$ cat src/logic/dc_adc_pkg.sv
package dc_adc_pkg;

    // one conversion result per data line
    localparam int SAMPLE_W = 14;

    // sclk half-period is (clk_div + 1) system clocks
    localparam int DIV_W = 8;

    localparam int FRAME_BITS = 14;                   // rising edges per frame, MSB first
    localparam int BIT_CNT_W  = $clog2(FRAME_BITS);   // indexes 0 .. FRAME_BITS-1

    // reader FSM encoding
    localparam logic [1:0] ST_IDLE  = 2'd0;
    localparam logic [1:0] ST_SHIFT = 2'd1;
    localparam logic [1:0] ST_DONE  = 2'd2;

endpackage

$ cat src/logic/dc_regs_pkg.sv
package dc_regs_pkg;

    localparam int ADDR_W   = 4;
    localparam int DATA_W   = 32;
    localparam int PERIOD_W = 16;   // period and threshold registers

    localparam logic [ADDR_W-1:0] ADDR_CTRL   = 4'd0;
    localparam logic [ADDR_W-1:0] ADDR_PERIOD = 4'd1;
    localparam logic [ADDR_W-1:0] ADDR_THRESH = 4'd2;
    localparam logic [ADDR_W-1:0] ADDR_OFFSET = 4'd3;
    localparam logic [ADDR_W-1:0] ADDR_LIMIT  = 4'd4;
    localparam logic [ADDR_W-1:0] ADDR_STATUS = 4'd5;
    localparam logic [ADDR_W-1:0] ADDR_SAMPLE = 4'd6;   // read only

    // field positions inside a register word
    localparam int CTRL_DIV_LSB = 8;
    localparam int PAIR_HI_LSB  = 16;

    // status bits, write 1 to clear
    localparam int STAT_W       = 3;
    localparam int STAT_FAULT_V = 0;
    localparam int STAT_FAULT_I = 1;
    localparam int STAT_OVERRUN = 2;

    typedef struct packed {
        logic [DATA_W-CTRL_DIV_LSB-dc_adc_pkg::DIV_W-1:0] rsvd_hi;
        logic [dc_adc_pkg::DIV_W-1:0]                     clk_div;
        logic [CTRL_DIV_LSB-2:0]                          rsvd_lo;
        logic                                             enable;
    } ctrl_word_t;

    // voltage in the low half, current in the high half
    typedef struct packed {
        logic [DATA_W-PAIR_HI_LSB-dc_adc_pkg::SAMPLE_W-1:0] rsvd_hi;
        logic [dc_adc_pkg::SAMPLE_W-1:0]                    hi;
        logic [PAIR_HI_LSB-dc_adc_pkg::SAMPLE_W-1:0]        rsvd_lo;
        logic [dc_adc_pkg::SAMPLE_W-1:0]                    lo;
    } pair_word_t;

    typedef union packed {
        ctrl_word_t ctrl;
        pair_word_t pair;
    } reg_word_u;

endpackage

$ cat src/logic/dc_reg_decode.sv
module dc_reg_decode (
    input  logic                              dc_clk,
    input  logic                              i_rst_n,
    input  logic                              i_wr_en,
    input  logic                              i_rd_en,
    input  logic [dc_regs_pkg::ADDR_W-1:0]    i_addr,
    input  logic [dc_regs_pkg::DATA_W-1:0]    i_wdata,
    input  logic [dc_adc_pkg::SAMPLE_W-1:0]   i_dc_v,
    input  logic [dc_adc_pkg::SAMPLE_W-1:0]   i_dc_i,
    input  logic [dc_regs_pkg::STAT_W-1:0]    i_status,
    output logic                              o_enable,
    output logic [dc_adc_pkg::DIV_W-1:0]      o_clk_div,
    output logic [dc_regs_pkg::PERIOD_W-1:0]  o_period,
    output logic [dc_regs_pkg::PERIOD_W-1:0]  o_thresh,
    output logic [dc_adc_pkg::SAMPLE_W-1:0]   o_offset_v,
    output logic [dc_adc_pkg::SAMPLE_W-1:0]   o_offset_i,
    output logic [dc_adc_pkg::SAMPLE_W-1:0]   o_limit_v,
    output logic [dc_adc_pkg::SAMPLE_W-1:0]   o_limit_i,
    output logic [dc_regs_pkg::STAT_W-1:0]    o_clear,
    output logic [dc_regs_pkg::DATA_W-1:0]    o_rdata
);
    import dc_regs_pkg::*;

    reg_word_u wword;
    reg_word_u rword;

    assign wword = i_wdata;

    always_ff @(posedge dc_clk) begin
        if (!i_rst_n) begin
            o_enable   <= 1'b0;
            o_clk_div  <= '0;
            o_period   <= '0;
            o_thresh   <= '0;
            o_offset_v <= '0;
            o_offset_i <= '0;
            o_limit_v  <= '0;
            o_limit_i  <= '0;
            o_clear    <= '0;
        end else begin
            o_clear <= '0;  // clear mask lives for one cycle only
            if (i_wr_en) begin
                case (i_addr)
                    ADDR_CTRL: begin
                        o_enable  <= wword.ctrl.enable;
                        o_clk_div <= wword.ctrl.clk_div;
                    end
                    ADDR_PERIOD: o_period <= i_wdata[PERIOD_W-1:0];
                    ADDR_THRESH: o_thresh <= i_wdata[PERIOD_W-1:0];
                    ADDR_OFFSET: begin
                        o_offset_v <= wword.pair.lo;
                        o_offset_i <= wword.pair.hi;
                    end
                    ADDR_LIMIT: begin
                        o_limit_v <= wword.pair.lo;
                        o_limit_i <= wword.pair.hi;
                    end
                    ADDR_STATUS: o_clear <= i_wdata[STAT_W-1:0];
                    default: ;
                endcase
            end
        end
    end

    // read word is assembled through the same union views as the write path
    always_comb begin
        rword = '0;
        case (i_addr)
            ADDR_CTRL: begin
                rword.ctrl.enable  = o_enable;
                rword.ctrl.clk_div = o_clk_div;
            end
            ADDR_PERIOD: rword[PERIOD_W-1:0] = o_period;
            ADDR_THRESH: rword[PERIOD_W-1:0] = o_thresh;
            ADDR_OFFSET: begin
                rword.pair.lo = o_offset_v;
                rword.pair.hi = o_offset_i;
            end
            ADDR_LIMIT: begin
                rword.pair.lo = o_limit_v;
                rword.pair.hi = o_limit_i;
            end
            ADDR_STATUS: rword[STAT_W-1:0] = i_status;
            ADDR_SAMPLE: begin
                rword.pair.lo = i_dc_v;
                rword.pair.hi = i_dc_i;
            end
            default: rword = '0;    // unmapped reads as zero
        endcase
    end

    always_ff @(posedge dc_clk) begin
        if (!i_rst_n) begin
            o_rdata <= '0;
        end else if (i_rd_en) begin
            o_rdata <= rword;   // held until the next read
        end
    end

    a_no_rd_wr_overlap: assert property (@(posedge dc_clk) disable iff (!i_rst_n)
        !(i_wr_en && i_rd_en));

endmodule

$ cat src/logic/dc_sample_timer.sv
module dc_sample_timer (
    input  logic                              dc_clk,
    input  logic                              i_rst_n,
    input  logic                              i_enable,
    input  logic [dc_regs_pkg::PERIOD_W-1:0]  i_period,
    input  logic [dc_regs_pkg::PERIOD_W-1:0]  i_thresh,
    output logic                              o_trigger
);
    import dc_regs_pkg::*;

    logic [PERIOD_W-1:0] cnt;
    logic [PERIOD_W:0]   cnt_inc;   // one bit wider so the wrap test cannot overflow

    assign cnt_inc = {1'b0, cnt} + 1'b1;

    always_ff @(posedge dc_clk) begin
        if (!i_rst_n) begin
            cnt <= '0;
        end else if (!i_enable) begin
            cnt <= '0;
        end else if (cnt_inc >= {1'b0, i_period}) begin
            cnt <= '0;  // last count of the period
        end else begin
            cnt <= cnt_inc[PERIOD_W-1:0];
        end
    end

    // exactly one match per pass through the period
    assign o_trigger = i_enable && (cnt == i_thresh);

endmodule

$ cat src/logic/dc_adc_reader.sv
module dc_adc_reader (
    input  logic                             dc_clk,
    input  logic                             i_rst_n,
    input  logic                             i_trigger,
    input  logic [dc_adc_pkg::DIV_W-1:0]     i_clk_div,
    input  logic                             i_miso_v,
    input  logic                             i_miso_i,
    output logic                             o_spi_sclk,
    output logic                             o_spi_cs_n,
    output logic                             o_valid,
    output logic [dc_adc_pkg::SAMPLE_W-1:0]  o_raw_v,
    output logic [dc_adc_pkg::SAMPLE_W-1:0]  o_raw_i,
    output logic                             o_overrun
);
    import dc_adc_pkg::*;

    logic [1:0]           state;
    logic [DIV_W-1:0]     div_q;    // divider captured at trigger for the whole frame
    logic [DIV_W-1:0]     div_cnt;
    logic [BIT_CNT_W-1:0] bit_cnt;
    logic [SAMPLE_W-1:0]  shift_v;
    logic [SAMPLE_W-1:0]  shift_i;

    always_ff @(posedge dc_clk) begin
        if (!i_rst_n) begin
            state      <= ST_IDLE;
            div_cnt    <= '0;
            bit_cnt    <= '0;
            o_spi_sclk <= 1'b0;
            o_spi_cs_n <= 1'b1;
            o_valid    <= 1'b0;
            o_overrun  <= 1'b0;
        end else begin
            o_valid   <= 1'b0;
            o_overrun <= i_trigger && (state != ST_IDLE);   // busy, this trigger is lost
            case (state)
                ST_IDLE: begin
                    if (i_trigger) begin
                        state      <= ST_SHIFT;
                        o_spi_cs_n <= 1'b0;
                        div_cnt    <= '0;
                        bit_cnt    <= '0;
                    end
                end
                ST_SHIFT: begin
                    if (div_cnt == div_q) begin
                        div_cnt    <= '0;
                        o_spi_sclk <= ~o_spi_sclk;
                        if (o_spi_sclk) begin
                            // falling edge, the ADC has held this bit since the rise
                            bit_cnt <= bit_cnt + 1'b1;
                            if (bit_cnt == BIT_CNT_W'(FRAME_BITS - 1)) begin
                                state <= ST_DONE;
                            end
                        end
                    end else begin
                        div_cnt <= div_cnt + 1'b1;
                    end
                end
                ST_DONE: begin
                    o_spi_cs_n <= 1'b1;
                    o_valid    <= 1'b1;
                    state      <= ST_IDLE;
                end
                default: state <= ST_IDLE;
            endcase
        end
    end

    // payload path, sampled on each sclk fall
    always_ff @(posedge dc_clk) begin
        if (state == ST_IDLE && i_trigger) begin
            div_q <= i_clk_div;
        end
        if (state == ST_SHIFT && div_cnt == div_q && o_spi_sclk) begin
            shift_v <= {shift_v[SAMPLE_W-2:0], i_miso_v};
            shift_i <= {shift_i[SAMPLE_W-2:0], i_miso_i};
        end
    end

    assign o_raw_v = shift_v;
    assign o_raw_i = shift_i;

    a_sclk_idle_low: assert property (@(posedge dc_clk) disable iff (!i_rst_n)
        o_spi_cs_n |-> !o_spi_sclk);

    a_valid_after_frame: assert property (@(posedge dc_clk) disable iff (!i_rst_n)
        o_valid |-> o_spi_cs_n);

endmodule

$ cat src/logic/dc_link_monitor.sv
module dc_link_monitor (
    input  logic                             dc_clk,
    input  logic                             i_rst_n,
    input  logic                             i_valid,
    input  logic [dc_adc_pkg::SAMPLE_W-1:0]  i_raw_v,
    input  logic [dc_adc_pkg::SAMPLE_W-1:0]  i_raw_i,
    input  logic [dc_adc_pkg::SAMPLE_W-1:0]  i_offset_v,
    input  logic [dc_adc_pkg::SAMPLE_W-1:0]  i_offset_i,
    input  logic [dc_adc_pkg::SAMPLE_W-1:0]  i_limit_v,
    input  logic [dc_adc_pkg::SAMPLE_W-1:0]  i_limit_i,
    input  logic                             i_overrun,
    input  logic [dc_regs_pkg::STAT_W-1:0]   i_clear,
    output logic                             o_sample_valid,
    output logic [dc_adc_pkg::SAMPLE_W-1:0]  o_dc_v,
    output logic [dc_adc_pkg::SAMPLE_W-1:0]  o_dc_i,
    output logic [dc_regs_pkg::STAT_W-1:0]   o_status,
    output logic                             o_fault
);
    import dc_adc_pkg::*;
    import dc_regs_pkg::*;

    logic [SAMPLE_W:0]   diff_v;    // top bit is the borrow
    logic [SAMPLE_W:0]   diff_i;
    logic [SAMPLE_W-1:0] corr_v;
    logic [SAMPLE_W-1:0] corr_i;
    logic                over_v;
    logic                over_i;

    assign diff_v = {1'b0, i_raw_v} - {1'b0, i_offset_v};
    assign diff_i = {1'b0, i_raw_i} - {1'b0, i_offset_i};

    // negative results clamp to zero
    assign corr_v = diff_v[SAMPLE_W] ? '0 : diff_v[SAMPLE_W-1:0];
    assign corr_i = diff_i[SAMPLE_W] ? '0 : diff_i[SAMPLE_W-1:0];

    assign over_v = i_valid && (corr_v > i_limit_v);
    assign over_i = i_valid && (corr_i > i_limit_i);

    always_ff @(posedge dc_clk) begin
        if (!i_rst_n) begin
            o_sample_valid <= 1'b0;
            o_dc_v         <= '0;
            o_dc_i         <= '0;
            o_status       <= '0;
        end else begin
            o_sample_valid <= i_valid;
            if (i_valid) begin
                o_dc_v <= corr_v;
                o_dc_i <= corr_i;
            end
            // a new event in the same cycle as its clear keeps the flag set
            o_status[STAT_FAULT_V] <= (o_status[STAT_FAULT_V] & ~i_clear[STAT_FAULT_V]) | over_v;
            o_status[STAT_FAULT_I] <= (o_status[STAT_FAULT_I] & ~i_clear[STAT_FAULT_I]) | over_i;
            o_status[STAT_OVERRUN] <= (o_status[STAT_OVERRUN] & ~i_clear[STAT_OVERRUN])
                                      | i_overrun;
        end
    end

    assign o_fault = o_status[STAT_FAULT_V] | o_status[STAT_FAULT_I];

    a_fault_v_sticky: assert property (@(posedge dc_clk) disable iff (!i_rst_n)
        $fell(o_status[STAT_FAULT_V]) |-> $past(i_clear[STAT_FAULT_V]));

    a_fault_i_sticky: assert property (@(posedge dc_clk) disable iff (!i_rst_n)
        $fell(o_status[STAT_FAULT_I]) |-> $past(i_clear[STAT_FAULT_I]));

endmodule

$ cat src/logic/dc_sense_top.sv
module dc_sense_top (
    input  logic                             dc_clk,
    input  logic                             i_rst_n,
    input  logic                             i_wr_en,
    input  logic                             i_rd_en,
    input  logic [dc_regs_pkg::ADDR_W-1:0]   i_addr,
    input  logic [dc_regs_pkg::DATA_W-1:0]   i_wdata,
    input  logic                             i_spi_miso_v,
    input  logic                             i_spi_miso_i,
    output logic [dc_regs_pkg::DATA_W-1:0]   o_rdata,
    output logic                             o_spi_sclk,
    output logic                             o_spi_cs_n,
    output logic                             o_sample_valid,
    output logic [dc_adc_pkg::SAMPLE_W-1:0]  o_dc_v,
    output logic [dc_adc_pkg::SAMPLE_W-1:0]  o_dc_i,
    output logic                             o_fault
);
    import dc_adc_pkg::*;
    import dc_regs_pkg::*;

    logic                enable;
    logic [DIV_W-1:0]    clk_div;
    logic [PERIOD_W-1:0] period;
    logic [PERIOD_W-1:0] thresh;
    logic [SAMPLE_W-1:0] offset_v;
    logic [SAMPLE_W-1:0] offset_i;
    logic [SAMPLE_W-1:0] limit_v;
    logic [SAMPLE_W-1:0] limit_i;
    logic [STAT_W-1:0]   clear;
    logic [STAT_W-1:0]   status;
    logic                trigger;
    logic                raw_valid;
    logic [SAMPLE_W-1:0] raw_v;
    logic [SAMPLE_W-1:0] raw_i;
    logic                overrun;

    dc_reg_decode u_decode (
        .dc_clk     (dc_clk),
        .i_rst_n    (i_rst_n),
        .i_wr_en    (i_wr_en),
        .i_rd_en    (i_rd_en),
        .i_addr     (i_addr),
        .i_wdata    (i_wdata),
        .i_dc_v     (o_dc_v),
        .i_dc_i     (o_dc_i),
        .i_status   (status),
        .o_enable   (enable),
        .o_clk_div  (clk_div),
        .o_period   (period),
        .o_thresh   (thresh),
        .o_offset_v (offset_v),
        .o_offset_i (offset_i),
        .o_limit_v  (limit_v),
        .o_limit_i  (limit_i),
        .o_clear    (clear),
        .o_rdata    (o_rdata)
    );

    dc_sample_timer u_timer (
        .dc_clk    (dc_clk),
        .i_rst_n   (i_rst_n),
        .i_enable  (enable),
        .i_period  (period),
        .i_thresh  (thresh),
        .o_trigger (trigger)
    );

    dc_adc_reader u_reader (
        .dc_clk     (dc_clk),
        .i_rst_n    (i_rst_n),
        .i_trigger  (trigger),
        .i_clk_div  (clk_div),
        .i_miso_v   (i_spi_miso_v),
        .i_miso_i   (i_spi_miso_i),
        .o_spi_sclk (o_spi_sclk),
        .o_spi_cs_n (o_spi_cs_n),
        .o_valid    (raw_valid),
        .o_raw_v    (raw_v),
        .o_raw_i    (raw_i),
        .o_overrun  (overrun)
    );

    dc_link_monitor u_monitor (
        .dc_clk         (dc_clk),
        .i_rst_n        (i_rst_n),
        .i_valid        (raw_valid),
        .i_raw_v        (raw_v),
        .i_raw_i        (raw_i),
        .i_offset_v     (offset_v),
        .i_offset_i     (offset_i),
        .i_limit_v      (limit_v),
        .i_limit_i      (limit_i),
        .i_overrun      (overrun),
        .i_clear        (clear),
        .o_sample_valid (o_sample_valid),
        .o_dc_v         (o_dc_v),
        .o_dc_i         (o_dc_i),
        .o_status       (status),
        .o_fault        (o_fault)
    );

endmodule

$ cat config.mk
export PLATFORM = sky130hd
export DESIGN_NAME = dc_sense_top
export DESIGN_NICKNAME = d
export VERILOG_FILES = /design/src/logic/dc_adc_pkg.sv /design/src/logic/dc_regs_pkg.sv /design/src/logic/dc_reg_decode.sv /design/src/logic/dc_sample_timer.sv /design/src/logic/dc_adc_reader.sv /design/src/logic/dc_link_monitor.sv /design/src/logic/dc_sense_top.sv
export SDC_FILE = /design/constraint.sdc
export NUM_CORES = 1
export LEC_CHECK = 0
export CORE_MARGIN = 3
export CORE_UTILIZATION = 64
export DETAILED_ROUTE_END_ITERATION = 16
export DONT_BUFFER_PORTS = 1
export PLACE_DENSITY = 0.8
export REMOVE_ABC_BUFFERS = 1
export SYNTH_ARGS = -nofsm -noshare
export SYNTH_HDL_FRONTEND = slang
export SYNTH_HIERARCHICAL = 1
export SYNTH_SLANG_ARGS = --single-unit
$ cat constraint.sdc
create_clock -name dc_clk -period 4.27 [get_ports dc_clk]
set_input_delay 0 -clock dc_clk [delete_from_list [all_inputs] [get_ports dc_clk]]
set_output_delay 0 -clock dc_clk [all_outputs]
set_load 0.02 [all_outputs]
======== Word-level counts from Yosys, hierarchy flattened ========
Index checks and enable logic that the tools add are counted.
cells by class
  eq/ne operators ......................... 15
  bitwise gates (word level) .............. 13
  multiplexer cells ....................... 23
  $add $sub $neg .......................... 5
  order comparisons ....................... 3
  reductions and logical operators ........ 24
operators with widths
  operator                                             number
  case mux 14 bit (3 select lines)                     1
  case mux 6 bit (6 select lines)                      1
  subtractor 14 x 14 -> 15 bit                         2
  > comparator 14 bit                                  2
  two-way mux 14 bit                                   2
  case mux 5 bit (5 select lines)                      1
  adder 16 x 1 -> 17 bit, second input constant        1
  greater-or-equal comparator 17 x 16 -> 1 bit         1
  equality test 16 bit                                 1
  two-way mux 8 bit                                    2
  case mux 8 bit (2 select lines)                      1
  AND reduction 2 bit                                  8
  equality test 4 x 3 -> 1 bit, second input constant  3
  two-way mux 4 bit                                    3
  case mux 2 bit (6 select lines)                      1
  adder 8 x 1 -> 8 bit, second input constant          1
  equality test 4 x 2 -> 1 bit, second input constant  2
  equality test 8 bit                                  1
  two-way mux 2 bit                                    4
  case mux 4 bit (2 select lines)                      1
  AND reduction 4 bit                                  2
  logical AND 1 bit                                    7
  case mux 1 bit (7 select lines)                      1
  != test 2 x 1 -> 1 bit, second input constant        3
  18 further kinds                                     31
storage, ports and cells
  output and inout port bits .............. 64
  bits in registers ....................... 232

======== Longest topological paths before layout ========
  depth after elaboration ................. 5
  mapped depth ............................ 17
  gate-level depth less buffers ........... 16

======== By module ========
Netlist, hierarchy kept.
modules (own cells, without submodules)
  module           instances  cells an instance  seq. area each (um^2)  area an instance (um^2)
  dc_reg_decode    1          653                2,602.5                5,677.9
  dc_link_monitor  1          452                640.6                  3,489.6
  dc_adc_reader    1          142                1,441.4                2,014.4
  dc_sample_timer  1          150                320.3                  1,380.1

======== Worst setup path before layout ========
Ideal clock, no wire load.
  path kind ............................... register to register
  start point ............................. register u_reader.shift_v[0] (netlist: u_reader/o_raw_v[0])
  end point ............................... register u_monitor/o_status[0] (netlist name)
  library setup time ...................... 0.117 ns
  arrival time ............................ 3.129 ns
  stages on the path, launching flop included .. 17
  setup slack ............................. 1.023 ns
  buffers on the path ..................... 2
  cells stage by stage .................... edfxtp_1 > inv_1 > ha_1 > fa_1 > nand2b_1 > a21oi_1 > o21ai_0 > a21bo_1 > buf_6 > buf_6 > nor3_1 > ha_1 > a21o_1 > a21o_1 > a211oi_1 > o21ai_0 > a32o_1
on the way
  longest elaborated chain between the ends .. 5
RTL lines
  what                             line                   source
  from (decl)                      dc_adc_reader.sv:21    logic [SAMPLE_W-1:0] shift_v;
  from (signal assigned)           dc_adc_reader.sv:76    shift_v <= {shift_v[SAMPLE_W-2:0], i_miso_v};
  subtractor 14 x 14 -> 15 bit     dc_link_monitor.sv:29  assign diff_v = {1'b0, i_raw_v} - {1'b0, i_offset_v};
  two-way mux 14 bit               dc_link_monitor.sv:33  assign corr_v = diff_v[SAMPLE_W] ? '0 : diff_v[SAMPLE_W-1:0];
  named net u_monitor.corr_v[11]   dc_link_monitor.sv:24  logic [SAMPLE_W-1:0] corr_v;
  > comparator 14 bit              dc_link_monitor.sv:36  assign over_v = i_valid && (corr_v > i_limit_v);
  logical AND 1 bit                dc_link_monitor.sv:36
  OR 1 bit                         dc_link_monitor.sv:52  o_status[STAT_FAULT_V] <= (o_status[STAT_FAULT_V] & ~i_clear[STAT_FAULT_V]) | over_v;
  to (signal, indexed assignment)  dc_link_monitor.sv:52
  to (signal, indexed assignment)  dc_link_monitor.sv:53  o_status[STAT_FAULT_I] <= (o_status[STAT_FAULT_I] & ~i_clear[STAT_FAULT_I]) | over_i;
  to (signal, indexed assignment)  dc_link_monitor.sv:54  o_status[STAT_OVERRUN] <= (o_status[STAT_OVERRUN] & ~i_clear[STAT_OVERRUN])
  to (decl)                        dc_link_monitor.sv:16  output logic [dc_regs_pkg::STAT_W-1:0] o_status,
The timed path passes the listed nets, and every way through them passes these cells.
A chain may end at the register's enable or synchronous reset.

======== Final worst setup path ========
  start point ............................. register u_reader.shift_i[0] (netlist: u_reader/o_raw_i[0])
  end point ............................... register u_monitor/o_status[1] (netlist name)
on the way
  longest elaborated chain between the ends .. 5
RTL lines
  what                           line                   source
  from (decl)                    dc_adc_reader.sv:22    logic [SAMPLE_W-1:0] shift_i;
  from (signal assigned)         dc_adc_reader.sv:77    shift_i <= {shift_i[SAMPLE_W-2:0], i_miso_i};
  subtractor 14 x 14 -> 15 bit   dc_link_monitor.sv:30  assign diff_i = {1'b0, i_raw_i} - {1'b0, i_offset_i};
  two-way mux 14 bit             dc_link_monitor.sv:34  assign corr_i = diff_i[SAMPLE_W] ? '0 : diff_i[SAMPLE_W-1:0];
  named net u_monitor.corr_i[7]  dc_link_monitor.sv:25  logic [SAMPLE_W-1:0] corr_i;
  > comparator 14 bit            dc_link_monitor.sv:37  assign over_i = i_valid && (corr_i > i_limit_i);
  logical AND 1 bit              dc_link_monitor.sv:37
  OR 1 bit                       dc_link_monitor.sv:53
The timed path passes the listed nets, and every way through them passes these cells.

==> impl_metrics.toml <==
[setup_path]
reg2reg_depth = 16
path_class = "reg -> reg"
cp-end-kind = "register"
timing.rr.end = "u_monitor/o_status[1]"
startpoint_type = "register"
required_ns = 4.68
r2r-start = "u_reader/o_raw_i[0]"
r2r_slack_ns = 0.51
cp.arrival_ns = 4.17
critPathMaxFanout = 10

[yosys]
synth-edff-count = 36
yosysWarningCount = 6
yosysSeqAreaShare_pct = 39.8
synth_most_common_cell = "nand2_1"
netlist.top_cell.by_area = "dfxtp_1"
ys_ff_latch = 232
async_flop_share_pct = 0
syn_inst = 1397
yosysUniqueCellTypes = 92
synthTopCellsByArea = "dfxtp_1 (31%), edfxtp_1 (8.6%), ha_1 (7.6%), nand2_1 (7.3%), a21boi_0 (3.9%)"
synth_top_area_share_pct = 31.2
synth.cell_area_sq_mm = 0.0126
avgSynthCellArea_sq_um = 8.99
synth_top_flop_cell = "dfxtp_1"
synthTopCellsByCount = "nand2_1 (243), dfxtp_1 (196), inv_1 (83)"

[floorplan]
coreArea_sq_mm = 0.0190
rows = 50
design.die.area_sq_mm = 0.0213
die_width_um = 146
start_util_pct = 66.1
io_pins = 106
die_h_um = 146

[clocking]
cts_buffers = 25
cts_buffer_depth = 3
htreeDepth = 1
cts_tree = "built"
cts_setup_buffers = 0
root_buffer = "clkbuf_16"
clock_latency_ns = 0.53
cts.clk_slew.worst_paths_ns = 0.06
cts.sinks = 232

[timing]
finalSetupViolCount = 0
fmax_mhz = 266
maxSlewViolCount = 0
fin_skew_ns = 0.0237
slew_headroom_pct = 22.7
tightest_slew_ns = 1.16
fin_crit_ns = 3.76
whs_ns = 0.0298
finalCritPeriodShare_pct = 88.1
fin_setup_tns_ns = 0
rsz0062_at_grt = "no"
finalHoldViolCount = 0

[layout]
drive_above_1_share_pct = 7.55
num-nets-final = 1532
n_fill_cell = 1450
area_growth_pct = 10.8

[placement]
io_buffers = 0
place.gp.congestion = 0.928
post-dp-hpwl_um = 23800

[global_route]
grt_pass1_vias = 10400
use_met1_pct = 40.2
grt_use_met2_pct = 52.4
grt_pass1_wl_um = 55500
antenna_found_initial = 4
grt_max_degree = 161
grt_most_used_layer = "met2"
grt_overflow = 0
gr-usage-met3_pct = 8.75
track_usage_pct = 32.0

[worst_hold_path]
hold_path_depth = 3
min_from = "i_addr[1]"
min_to = "u_decode/o_rdata[8]"
hp-class = "in -> reg"

[route]
route.detailed.drc = 0
num_vias = 10600
drt_iter0_drc = 862
routed_wl_um = 35300
avgRoutedWirePerCell_um = 20.9
viasPerCell = 6.26
ant_nets = 0
firstDrtPassIters = 5

[power]
power_density_mw_per_mm2 = 333
power.total_w = 0.00463
ir_drop_uv = 373
cellLeakagePower_nw = 5.02

[run]
max_cap_viol_count = 0

[outcome]
outcome = "complete, no violations"
critical path: stages (launching register included):
cell	delay [ns]
edfxtp_1	0.40
inv_1	0.09
ha_1	0.17
inv_1	0.06
fa_1	0.41
a21o_2	0.22
a31oi_1	0.23
o31a_2	0.25
o21a_1	0.49
nor2_4	0.07
ha_1	0.30
a21o_1	0.16
nand3_1	0.08
a21oi_1	0.07
a211oi_1	0.24
o21ai_0	0.16
a32o_1	0.24
worst max path at each step:
stage,to,slack (ns),cells after the start,start
3_3_place_gp,u_monitor/o_status[1],0.69,16,u_reader/o_raw_i[0]
6_report,u_monitor/o_status[1],0.51,16,u_reader/o_raw_i[0]
4_1_cts,u_monitor/o_status[1],0.54,16,u_reader/o_raw_i[0]
5_1_grt,u_monitor/o_status[1],0.28,16,u_reader/o_raw_i[0]
2_1_floorplan,u_monitor/o_status[1],0.98,16,u_reader/o_raw_i[0]
3_5_place_dp,u_monitor/o_status[0],0.59,14,u_reader/o_raw_v[0]
sequential cells by signal, indices dropped and copies added, names as in the netlist, 16 cells and up:
register / cells
u_decode/o_rdata: 30
u_decode/o_period: 16
u_decode/o_thresh: 16
u_timer/cnt: 16
cells in the final DEF, fill, tap and decap left out, drive strengths merged, types with 23 or more instances in the layout:
master / n
a21boi: 91
a21oi: 33
a22o: 26
clkbuf: 37
dfxtp: 196
dlygate4sd3: 49
edfxtp: 36
ha: 76
inv: 84
mux2i: 33
nand2: 243
nand3: 43
nand4: 23
nor2: 60
nor2b: 34
o21ai: 64
xnor2: 42
through the flow:
stage | util (%) | cells | cell area (sq um) | worst slack [ns]
2_1_floorplan | - | 1325 | 12200 | 0.983
3_3_place_gp | 66.3 | 1595 | 12600 | 0.688
3_5_place_dp | 66.3 | 1595 | 12600 | 0.586
4_1_cts | 73.1 | 1690 | 13900 | 0.544
5_1_grt | 73.2 | 1693 | 13900 | 0.283
6_report | 73.2 | 1694 | 13900 | 0.508
logic make-up (layout without fill, tap and decap cells):
group,Yosys count,after routing,synth area share (%)
AND/OR/NAND/NOR,501,501,20.1
XOR/XNOR,60,60,4.18
flip-flops,232,232,39.8
multiplexers,38,38,3.35
AO/OA/AOI/OAI,330,330,19.2
adder cells (fa/ha/maj),78,78,7.89
other,1,6,0.0299
buffers and inverters,157,189,5.45
what timing repair did:
action / in CTS / in global routing
endpoints found under the hold margin: 177 / 0
gates resized for setup: 0 / 0
hold buffers: 50 / 0
where the power goes:
| part | leakage, nW | switching [W] | internal (W) |
|---|---|---|---|
| combinational | 2.73 | 0.000169 | 0.000106 |
| clock | 0.394 | 0.000870 | 0.00123 |
| sequential | 1.89 | 0.0000281 | 0.00223 |
area by class of cell:
class,instances,area (sq um),share of cell area [%]
clock buffers,37,722,5.19
flip-flops and latches,232,5000,36.0
clock inverters,8,68.8,0.494
repair buffers,60,593,4.26
well taps,260,325,2.34
inverters,84,315,2.27
diodes,4,10.0,0.0719
multi-input cells,1009,6880,49.4
layer usage:
metal  share of wire, %  up-vias
met5                  0        -
met4                4.9        0
met3                 10      117
met2                 46      494
met1                 40     5040
li1                   -     4947
Power figures use the tool's default switching activity.
